$ cat config.mk
export PLATFORM = sky130hd
export DESIGN_NAME = digit_classifier
export DESIGN_NICKNAME = d
export VERILOG_FILES = /design/src/logic/link_pkg.sv /design/src/logic/num_pkg.sv /design/src/logic/design_ifs.sv /design/src/logic/digit_classifier.sv /design/src/logic/infer_sequencer.sv /design/src/logic/answer_select.sv /design/src/logic/dense_accumulator.sv /design/src/logic/scratch_ram.sv /design/src/logic/uart_tx.sv /design/src/logic/uart_rx.sv
export VERILOG_INCLUDE_DIRS = /design/src /design/src/logic
export SDC_FILE = /design/constraint.sdc
export NUM_CORES = 2
export LEC_CHECK = 0
export BUFFER_PORTS_ARGS = -buffer_cell sky130_fd_sc_hd__buf_2
export CORE_MARGIN = 2
export CORE_UTILIZATION = 29
export CTS_BUF_LIST = sky130_fd_sc_hd__clkbuf_4 sky130_fd_sc_hd__clkbuf_8
export DETAILED_ROUTE_END_ITERATION = 7
export PLACE_DENSITY = 0.42
export RECOVER_POWER = 25
export SKIP_CTS_REPAIR_TIMING = 1
export SLEW_MARGIN = 20
export SYNTH_ARGS = -nofsm -noshare
export SYNTH_HDL_FRONTEND = slang
export SYNTH_SLANG_ARGS = --single-unit
$ cat constraint.sdc
create_clock -name clk -period 23.2 [get_ports clk]
set_input_delay 4.64 -clock clk [delete_from_list [all_inputs] [get_ports clk]]
set_output_delay 4.64 -clock clk [all_outputs]
set_load 0.03 [all_outputs]
$ cat src/logic/classifier_consts.svh
`ifndef CLASSIFIER_CONSTS_SVH
`define CLASSIFIER_CONSTS_SVH

// layer shape
`define CLS_N_IN 16
`define CLS_N_OUT 10
`define CLS_SCORE_BYTES 3

// serial link
`define CLS_CLKS_PER_BIT 8
`define CLS_CMD_READ 82
`define CLS_CMD_WRITE 87

// scratch memory map, biases after the weights
`define CLS_RAM_DEPTH 170
`define CLS_BIAS_BASE 160

`endif
$ cat src/logic/link_pkg.sv
package link_pkg;

    typedef logic [7:0] byte_t;
    typedef logic [15:0] file_id_t;
    typedef logic [7:0] ram_addr_t;

    // host file numbers
    localparam file_id_t FILE_INPUT = 16'd0;
    localparam file_id_t FILE_WEIGHT = 16'd1;
    localparam file_id_t FILE_BIAS = 16'd2;
    localparam file_id_t FILE_SCORE = 16'd3;

    typedef enum logic [4:0] {
        IDLE,
        SEND_HEAD,
        SEND_INDEX,
        GET_BYTES,
        SEND_BYTES,
        CLEAR,
        MAC,
        BIAS,
        WRITE_SCORES,
        FIN
    } seq_phase_t;

endpackage

$ cat src/logic/num_pkg.sv
package num_pkg;

    // input, weight or bias byte
    typedef logic signed [7:0] operand_t;

    // accumulator wide enough for 16 products plus bias
    typedef logic signed [23:0] score_t;

    typedef logic [3:0] col_t;
    typedef logic [3:0] row_t;

endpackage

$ cat src/logic/design_ifs.sv
`timescale 1ns/1ps

// byte strobes between the sequencer and both UARTs
interface byte_link_if;
    import link_pkg::*;

    byte_t tx_data;
    logic tx_en;
    logic tx_busy;
    byte_t rx_data;
    logic rx_rdy;

    modport ctrl (output tx_data, output tx_en, input tx_busy, input rx_data, input rx_rdy);
    modport phy (input tx_data, input tx_en, output tx_busy, output rx_data, output rx_rdy);
endinterface

// scratch memory port, read data one cycle after addr
interface ram_if;
    import link_pkg::*;

    logic we;
    ram_addr_t addr;
    byte_t wdata;
    byte_t rdata;

    modport master (output we, output addr, output wdata, input rdata);
    modport mem (input we, input addr, input wdata, output rdata);
endinterface

interface acc_if;
    import num_pkg::*;

    logic clear;
    logic x_we;
    col_t col;
    row_t row;
    operand_t operand;
    logic mac_en;
    logic bias_en;
    logic [1:0] byte_sel;
    logic [7:0] score_byte;
    logic score_strobe;
    score_t score;

    modport ctrl (
        output clear, output x_we, output col, output row, output operand,
        output mac_en, output bias_en, output byte_sel, output score_strobe,
        input score_byte
    );
    modport unit (
        input clear, input x_we, input col, input row, input operand,
        input mac_en, input bias_en, input byte_sel,
        output score_byte, output score
    );
    modport watch (input score_strobe, input row, input score);
endinterface

$ cat src/logic/digit_classifier.sv
`timescale 1ns/1ps

module digit_classifier (
    input logic clk,
    input logic reset,
    input logic rx,
    output logic tx,
    output logic [4:0] state_led,
    output num_pkg::row_t answer,
    output logic number_valid
);
    byte_link_if link ();
    ram_if ram ();
    acc_if acc ();

    uart_rx u_uart_rx (
        .clk(clk),
        .reset(reset),
        .rx(rx),
        .link(link)
    );

    uart_tx u_uart_tx (
        .clk(clk),
        .reset(reset),
        .tx(tx),
        .link(link)
    );

    scratch_ram u_scratch_ram (
        .clk(clk),
        .mem(ram)
    );

    dense_accumulator u_dense_accumulator (
        .clk(clk),
        .reset(reset),
        .acc(acc)
    );

    answer_select u_answer_select (
        .clk(clk),
        .reset(reset),
        .acc(acc),
        .answer(answer)
    );

    infer_sequencer u_infer_sequencer (
        .clk(clk),
        .reset(reset),
        .link(link),
        .mem(ram),
        .acc(acc),
        .state_led(state_led),
        .number_valid(number_valid)
    );

endmodule

$ cat src/logic/infer_sequencer.sv
`timescale 1ns/1ps
`include "classifier_consts.svh"

module infer_sequencer (
    input logic clk,
    input logic reset,
    byte_link_if.ctrl link,
    ram_if.master mem,
    acc_if.ctrl acc,
    output logic [4:0] state_led,
    output logic number_valid
);
    import num_pkg::*;
    import link_pkg::*;

    seq_phase_t phase;
    file_id_t file_id;
    ram_addr_t cnt;
    logic half;
    logic [1:0] byte_sel;
    logic tx_ready;
    logic last_byte;
    logic bias_area;
    ram_addr_t file_len;

    // tx_en still high means the uart has not latched yet
    assign tx_ready = !link.tx_busy && !link.tx_en;

    always_comb begin
        case (file_id)
            FILE_INPUT: file_len = ram_addr_t'(`CLS_N_IN);
            FILE_WEIGHT: file_len = ram_addr_t'(`CLS_N_IN * `CLS_N_OUT);
            default: file_len = ram_addr_t'(`CLS_N_OUT);
        endcase
    end

    assign last_byte = (cnt == file_len - 1'b1);

    always_ff @(posedge clk or posedge reset) begin
        if (reset) begin
            phase <= IDLE;
            file_id <= FILE_INPUT;
            cnt <= '0;
            half <= 1'b0;
            byte_sel <= '0;
            link.tx_en <= 1'b0;
            link.tx_data <= '0;
        end else begin
            link.tx_en <= 1'b0;
            case (phase)
                IDLE: begin
                    file_id <= FILE_INPUT;
                    cnt <= '0;
                    phase <= SEND_HEAD;
                end
                SEND_HEAD: if (tx_ready) begin
                    link.tx_data <= (file_id == FILE_SCORE) ? byte_t'(`CLS_CMD_WRITE)
                                                            : byte_t'(`CLS_CMD_READ);
                    link.tx_en <= 1'b1;
                    cnt <= '0;
                    phase <= SEND_INDEX;
                end
                SEND_INDEX: if (tx_ready) begin
                    // high byte first
                    link.tx_data <= cnt[0] ? file_id[7:0] : file_id[15:8];
                    link.tx_en <= 1'b1;
                    cnt <= cnt + 1'b1;
                    if (cnt[0]) begin
                        cnt <= '0;
                        phase <= (file_id == FILE_SCORE) ? WRITE_SCORES : GET_BYTES;
                    end
                end
                GET_BYTES: if (link.rx_rdy) begin
                    cnt <= cnt + 1'b1;
                    if (last_byte) begin
                        cnt <= '0;
                        if (file_id == FILE_BIAS) begin
                            phase <= CLEAR;
                        end else begin
                            file_id <= file_id + 1'b1;
                            phase <= SEND_HEAD;
                        end
                    end
                end
                CLEAR: begin
                    cnt <= '0;
                    half <= 1'b0;
                    phase <= MAC;
                end
                MAC: begin
                    // even cycle reads the weight, odd cycle accumulates
                    half <= ~half;
                    if (half) begin
                        cnt <= cnt + 1'b1;
                        if (cnt == ram_addr_t'(`CLS_N_IN * `CLS_N_OUT - 1)) begin
                            cnt <= '0;
                            phase <= BIAS;
                        end
                    end
                end
                BIAS: begin
                    half <= ~half;
                    if (half) begin
                        cnt <= cnt + 1'b1;
                        if (cnt == ram_addr_t'(`CLS_N_OUT - 1)) begin
                            cnt <= '0;
                            file_id <= FILE_SCORE;
                            phase <= SEND_HEAD;
                        end
                    end
                end
                WRITE_SCORES: begin
                    byte_sel <= '0;
                    phase <= SEND_BYTES;
                end
                SEND_BYTES: if (tx_ready) begin
                    link.tx_data <= acc.score_byte;
                    link.tx_en <= 1'b1;
                    byte_sel <= byte_sel + 1'b1;
                    if (byte_sel == 2'(`CLS_SCORE_BYTES - 1)) begin
                        cnt <= cnt + 1'b1;
                        phase <= (cnt == ram_addr_t'(`CLS_N_OUT - 1)) ? FIN : WRITE_SCORES;
                    end
                end
                FIN: phase <= FIN;
                default: phase <= IDLE;
            endcase
        end
    end

    // memory port
    assign bias_area = (phase == BIAS) || (phase == GET_BYTES && file_id == FILE_BIAS);
    assign mem.addr = bias_area ? ram_addr_t'(`CLS_BIAS_BASE + cnt) : cnt;
    assign mem.we = (phase == GET_BYTES) && link.rx_rdy && (file_id != FILE_INPUT);
    assign mem.wdata = link.rx_data;

    // accumulator control
    assign acc.clear = (phase == CLEAR);
    assign acc.x_we = (phase == GET_BYTES) && link.rx_rdy && (file_id == FILE_INPUT);
    assign acc.col = col_t'(cnt[3:0]);
    assign acc.row = (phase == MAC) ? row_t'(cnt[7:4]) : row_t'(cnt[3:0]);
    assign acc.operand = operand_t'((phase == GET_BYTES) ? link.rx_data : mem.rdata);
    assign acc.mac_en = (phase == MAC) && half;
    assign acc.bias_en = (phase == BIAS) && half;
    assign acc.byte_sel = byte_sel;
    assign acc.score_strobe = (phase == WRITE_SCORES);

    assign state_led = phase;
    assign number_valid = (phase == FIN);

endmodule

$ cat src/logic/answer_select.sv
`timescale 1ns/1ps

module answer_select (
    input logic clk,
    input logic reset,
    acc_if.watch acc,
    output num_pkg::row_t answer
);
    import num_pkg::*;

    score_t best;
    row_t best_row;

    // strictly greater, so ties keep the lower row
    always_ff @(posedge clk or posedge reset) begin
        if (reset) begin
            best <= '0;
            best_row <= '0;
        end else if (acc.score_strobe) begin
            if (acc.row == '0 || acc.score > best) begin
                best <= acc.score;
                best_row <= acc.row;
            end
        end
    end

    assign answer = best_row;

endmodule

$ cat src/logic/dense_accumulator.sv
`timescale 1ns/1ps
`include "classifier_consts.svh"

module dense_accumulator (
    input logic clk,
    input logic reset,
    acc_if.unit acc
);
    import num_pkg::*;

    operand_t x_reg [`CLS_N_IN];
    score_t acc_reg [`CLS_N_OUT];
    logic signed [15:0] product;

    always_ff @(posedge clk) begin
        if (acc.x_we) begin
            x_reg[acc.col] <= acc.operand;
        end
    end

    assign product = acc.operand * x_reg[acc.col];

    always_ff @(posedge clk or posedge reset) begin
        if (reset) begin
            for (int i = 0; i < `CLS_N_OUT; i++) begin
                acc_reg[i] <= '0;
            end
        end else if (acc.clear) begin
            for (int i = 0; i < `CLS_N_OUT; i++) begin
                acc_reg[i] <= '0;
            end
        end else if (acc.mac_en) begin
            acc_reg[acc.row] <= acc_reg[acc.row] + score_t'(product);
        end else if (acc.bias_en) begin
            acc_reg[acc.row] <= acc_reg[acc.row] + score_t'(acc.operand);
        end
    end

    assign acc.score = acc_reg[acc.row];

    // byte 0 is the most significant
    always_comb begin
        case (acc.byte_sel)
            2'd0: acc.score_byte = acc.score[23:16];
            2'd1: acc.score_byte = acc.score[15:8];
            default: acc.score_byte = acc.score[7:0];
        endcase
    end

endmodule

$ cat src/logic/scratch_ram.sv
`timescale 1ns/1ps
`include "classifier_consts.svh"

module scratch_ram (
    input logic clk,
    ram_if.mem mem
);
    import link_pkg::*;

    // weights row-major from 0, biases from the bias base
    byte_t ram [`CLS_RAM_DEPTH];

    always_ff @(posedge clk) begin
        if (mem.we) begin
            ram[mem.addr] <= mem.wdata;
        end
        mem.rdata <= ram[mem.addr];
    end

endmodule

$ cat src/logic/uart_tx.sv
`timescale 1ns/1ps
`include "classifier_consts.svh"

module uart_tx (
    input logic clk,
    input logic reset,
    output logic tx,
    byte_link_if.phy link
);
    import link_pkg::*;

    localparam int CNT_W = $clog2(`CLS_CLKS_PER_BIT);

    logic busy;
    logic [CNT_W-1:0] clk_cnt;
    logic [3:0] bit_idx;
    byte_t data_sr;

    always_ff @(posedge clk or posedge reset) begin
        if (reset) begin
            tx <= 1'b1;
            busy <= 1'b0;
            clk_cnt <= '0;
            bit_idx <= '0;
        end else if (!busy) begin
            if (link.tx_en) begin
                // start bit goes out right away
                tx <= 1'b0;
                busy <= 1'b1;
                clk_cnt <= CNT_W'(`CLS_CLKS_PER_BIT - 1);
                bit_idx <= '0;
            end
        end else if (clk_cnt != '0) begin
            clk_cnt <= clk_cnt - 1'b1;
        end else begin
            clk_cnt <= CNT_W'(`CLS_CLKS_PER_BIT - 1);
            if (bit_idx == 4'd9) begin
                busy <= 1'b0;
            end else begin
                bit_idx <= bit_idx + 1'b1;
                tx <= (bit_idx < 4'd8) ? data_sr[0] : 1'b1;
            end
        end
    end

    always_ff @(posedge clk) begin
        if (!busy && link.tx_en) begin
            data_sr <= link.tx_data;
        end else if (busy && clk_cnt == '0 && bit_idx < 4'd8) begin
            data_sr <= data_sr >> 1;
        end
    end

    assign link.tx_busy = busy;

endmodule

$ cat src/logic/uart_rx.sv
`timescale 1ns/1ps
`include "classifier_consts.svh"

module uart_rx (
    input logic clk,
    input logic reset,
    input logic rx,
    byte_link_if.phy link
);
    import link_pkg::*;

    localparam int CNT_W = $clog2(`CLS_CLKS_PER_BIT);

    logic [2:0] rx_sync;
    logic active;
    logic [CNT_W-1:0] clk_cnt;
    logic [3:0] bit_idx;
    byte_t shift_reg;

    always_ff @(posedge clk or posedge reset) begin
        if (reset) begin
            rx_sync <= '1;
            active <= 1'b0;
            clk_cnt <= '0;
            bit_idx <= '0;
            link.rx_rdy <= 1'b0;
        end else begin
            rx_sync <= {rx_sync[1:0], rx};
            link.rx_rdy <= 1'b0;
            if (!active) begin
                // falling edge opens a frame, first sample at mid start bit
                if (rx_sync[2] && !rx_sync[1]) begin
                    active <= 1'b1;
                    bit_idx <= '0;
                    clk_cnt <= CNT_W'(`CLS_CLKS_PER_BIT / 2 - 1);
                end
            end else if (clk_cnt != '0) begin
                clk_cnt <= clk_cnt - 1'b1;
            end else begin
                clk_cnt <= CNT_W'(`CLS_CLKS_PER_BIT - 1);
                bit_idx <= bit_idx + 1'b1;
                if (bit_idx == 4'd0 && rx_sync[1]) begin
                    // glitch, not a start bit
                    active <= 1'b0;
                end else if (bit_idx == 4'd9) begin
                    active <= 1'b0;
                    link.rx_rdy <= rx_sync[1];
                end
            end
        end
    end

    // data bits arrive lsb first
    always_ff @(posedge clk) begin
        if (active && clk_cnt == '0 && bit_idx >= 4'd1 && bit_idx <= 4'd8) begin
            shift_reg <= {rx_sync[1], shift_reg[7:1]};
        end
    end

    assign link.rx_data = shift_reg;

endmodule

==> results.sh <==
export IMPL_outcome="finished, violations left"
export IMPL_violations="capacitance limit, slew limit"
export IMPL_grt_antenna_before_repair=3
export IMPL_slew_headroom_pct=-495
export IMPL_yosysWarnings=0
export IMPL_grt_total_usage_pct=16.4
export IMPL_initial_core_util_pct=29.1
export IMPL_synth_seq_area_share_pct=66.7
export IMPL_insertion_delay_ps=1000
export IMPL_postSynth_asyncResetShare_pct=17.9
export IMPL_largest_reg_flops=1360
export IMPL_hpwlAfterDp_mm=138
export IMPL_cts_buffer_depth=4
export IMPL_viasPerCell=4.98
export IMPL_grt_overflow_total=0
export IMPL_nets=5191
export IMPL_drt_antenna_violating_nets=0
export IMPL_post_route_period_util_pct=43.5
export IMPL_critPathMaxFanout=46
export IMPL_tritoncts="built"
export IMPL_maxCapViolations=7
export IMPL_dr_pass1_iters=6
export IMPL_fin_setup_tns_ps=0
export IMPL_avgSynthCellArea_um2=16.8
export IMPL_cp_required_ps=24040
export IMPL_synth_area_um2=80300
export IMPL_placement_io_buffers=12
export IMPL_whs_ps=372
export IMPL_grt_util_met3_pct=2.45
export IMPL_grt_pass1_vias=46500
export IMPL_ir_worst_vdd_mv=0.0411
export IMPL_met1_usage_pct=23.1
export IMPL_placed_area_um2=84900
export IMPL_synthCells=4776
export IMPL_num_rows=193
export IMPL_worstSetupStartpointType="flop"
export IMPL_setup_viol=0
export IMPL_skew_ps=119
export IMPL_hold_class="flop to flop"
export IMPL_drv_slew=832
export IMPL_yosysUniqueCellTypes=74
export IMPL_worst_pin_slew_ps=8930
export IMPL_drive_gt1_share_pct=23.5
export IMPL_ios=14
export IMPL_grt_pass1_wl_mm=339
export IMPL_vias=44500
export IMPL_rsz0062_at_grt="false"
export IMPL_crit_arrival_ps=10920
export IMPL_drtIter0Drc=3474
export IMPL_fmax_ghz=0.0992
export IMPL_place_gp_congestion=0.804
export IMPL_fin_area_um2=91500
export IMPL_clk_pin_slew_ps=60
export IMPL_fp_dieW_um=530
export IMPL_p_leak_nw=30.4
export IMPL_seqPwrFrac_pct=52.8
export IMPL_totalWireLength_mm=233
export IMPL_final_hold_viol_count=0
export IMPL_wire_per_inst_um=26.1
export IMPL_synth_ff_type="edfxtp_1"
export IMPL_criticalPathCategory="flop to flop"
export IMPL_grt_busiest_layer="met2"
export IMPL_min_period_ps=10080
export IMPL_syn_nets=5006
export IMPL_drc_errors=0
export IMPL_die_h_um=530
export IMPL_clock_power_share_pct=45.5
export IMPL_die_area_um2=281000
export IMPL_coreArea_um2=276000
export IMPL_numCtsBuffers=337
export IMPL_cts_root_buf="clkbuf_8"
export IMPL_p_comb_share_pct=1.7
export IMPL_grtUsageMet2_pct=26.5
export IMPL_cp_end_kind="flop"
export IMPL_p_sw_mw=1.52
export IMPL_areaGrowthSynthToFinish_pct=14.0
export IMPL_ys_ff_latch=1841
export IMPL_final_util_pct=33.2
export IMPL_cts_htree_levels=5
export IMPL_powerDensity_nw_per_um2=75.2
export IMPL_grt_max_degree=173
export IMPL_internal_power_mw=5.37
export IMPL_cts_sinks=1841
export IMPL_swShare_pct=22.1
export IMPL_synth_edff_count=1504
cell families (layout without fill, tap and decap cells):
logic type	Yosys count	in the layout	synth area share, %
xor+xnor	55	55	0.633
simple gates	980	980	5.51
other cells	1	4	0.00467
buf+inv	440	883	2.21
fa+ha+maj	227	227	4.52
compound gates	635	635	5.07
flops	1841	1841	66.7
mux	597	597	15.4
Yosys cell counts, types with 7 or more instances:
cell type / instances / share of area, %
a211oi_1: 31 / 0.29
a21o_1: 18 / 0.17
a21oi_1: 81 / 0.50
a221oi_1: 21 / 0.23
a222oi_1: 19 / 0.24
a22o_1: 51 / 0.56
a22oi_1: 14 / 0.13
a311oi_1: 7 / 0.076
a31oi_1: 17 / 0.13
a32oi_1: 11 / 0.12
and2_1: 13 / 0.10
and3_1: 10 / 0.078
buf_1: 53 / 0.25
buf_2: 49 / 0.31
buf_4: 10 / 0.093
clkbuf_1: 164 / 0.77
dfrtp_1: 325 / 10
dfxtp_1: 8 / 0.20
edfxtp_1: 1504 / 56
fa_1: 105 / 2.6
ha_1: 122 / 1.9
inv_1: 161 / 0.75
mux2_2: 35 / 0.49
mux2i_1: 57 / 0.71
mux4_2: 505 / 14
nand2_1: 219 / 1.0
nand2b_1: 28 / 0.22
nand3_1: 215 / 1.3
nand4_1: 20 / 0.16
nor2_1: 347 / 1.6
nor2b_1: 23 / 0.18
nor3_1: 55 / 0.34
o211ai_1: 11 / 0.10
o21a_1: 8 / 0.075
o21ai_0: 261 / 1.6
o21ai_1: 12 / 0.075
o22ai_1: 11 / 0.086
o31ai_1: 15 / 0.14
or2_2: 11 / 0.086
or3_1: 13 / 0.10
xnor2_1: 30 / 0.33
xor2_1: 23 / 0.25
layer usage:
| metal | wire, um | vias up |
|---|---|---|
| met5 | 0 | - |
| met4 | 5510 | 0 |
| met3 | 10500 | 351 |
| met2 | 111000 | 1145 |
| met1 | 106000 | 23700 |
| li1 | - | 19200 |
placed cells by master (no fill, tap or decap), types with 105 or more instances in the layout:
cell      count
clkbuf_4    120
clkbuf_8    352
dfrtp_1     320
edfxtp_1   1504
fa_1        105
ha_1        122
inv_1       160
mux4_2      505
nand2_1     217
nand3_1     213
nor2_1      346
o21ai_0     260
worst max-delay path, cell delays in order (launching register included):
cell	delay [ps]
dfrtp_4	880
buf_4	670
buf_4	760
or4bb_1	590
mux2i_4	150
buf_4	450
a222oi_1	210
nand2_1	320
inv_1	140
fa_1	550
inv_1	50
fa_1	510
inv_1	60
fa_1	530
inv_1	50
fa_1	390
fa_1	480
ha_1	340
o21a_1	180
o31a_1	140
o2111ai_1	420
a31oi_1	210
a211oi_1	300
xor2_1	190
mux2i_1	860
a22o_1	290
layout make-up:
class	count	area (um2)
diodes	3	7.51
clock buffers	472	5750
clock inverters	125	927
fillers	26700	184000
inverters	161	612
multi-input cells	2495	25100
flip-flops and latches	1841	53600
well taps	3705	4640
repair buffers	125	956
power by group through the flow:
stage,Clock (mW),Sequential [mW],Combinational [mW]
after floorplan,0,3.72,0.0295
after global placement,0,3.69,0.114
after detailed placement,0,3.69,0.120
after CTS,3.23,3.62,0.120
after global routing,3.37,3.64,0.128
final,3.13,3.64,0.114
through the flow:
step	total power, mW	std cells	setup slack (ps)
global route	7.13	8925	12730
CTS	6.97	8922	13170
finish	6.89	8927	13120
global placement	3.80	8323	13330
detailed placement	3.81	8325	13300
floorplan	3.75	4776	9460
final timing paths:
kind / cells after the start / to / slack, ps / from
max: 25 / u_dense_accumulator.acc_reg[118] / 13120 / u_infer_sequencer.cnt[3]
min: 0 / u_uart_rx.rx_sync[2] / 370 / u_uart_rx.rx_sync[1]
max reg2reg: 25 / u_dense_accumulator.acc_reg[118] / 13120 / u_infer_sequencer.cnt[3]
min reg2reg: 0 / u_uart_rx.rx_sync[2] / 370 / u_uart_rx.rx_sync[1]
max in group asynchronous: 3 / u_infer_sequencer.cnt[3] / 17660 / reset
min in group asynchronous: 2 / u_dense_accumulator.acc_reg[88] / 3870 / reset
Note: power is estimated with default switching activity, not from simulation.
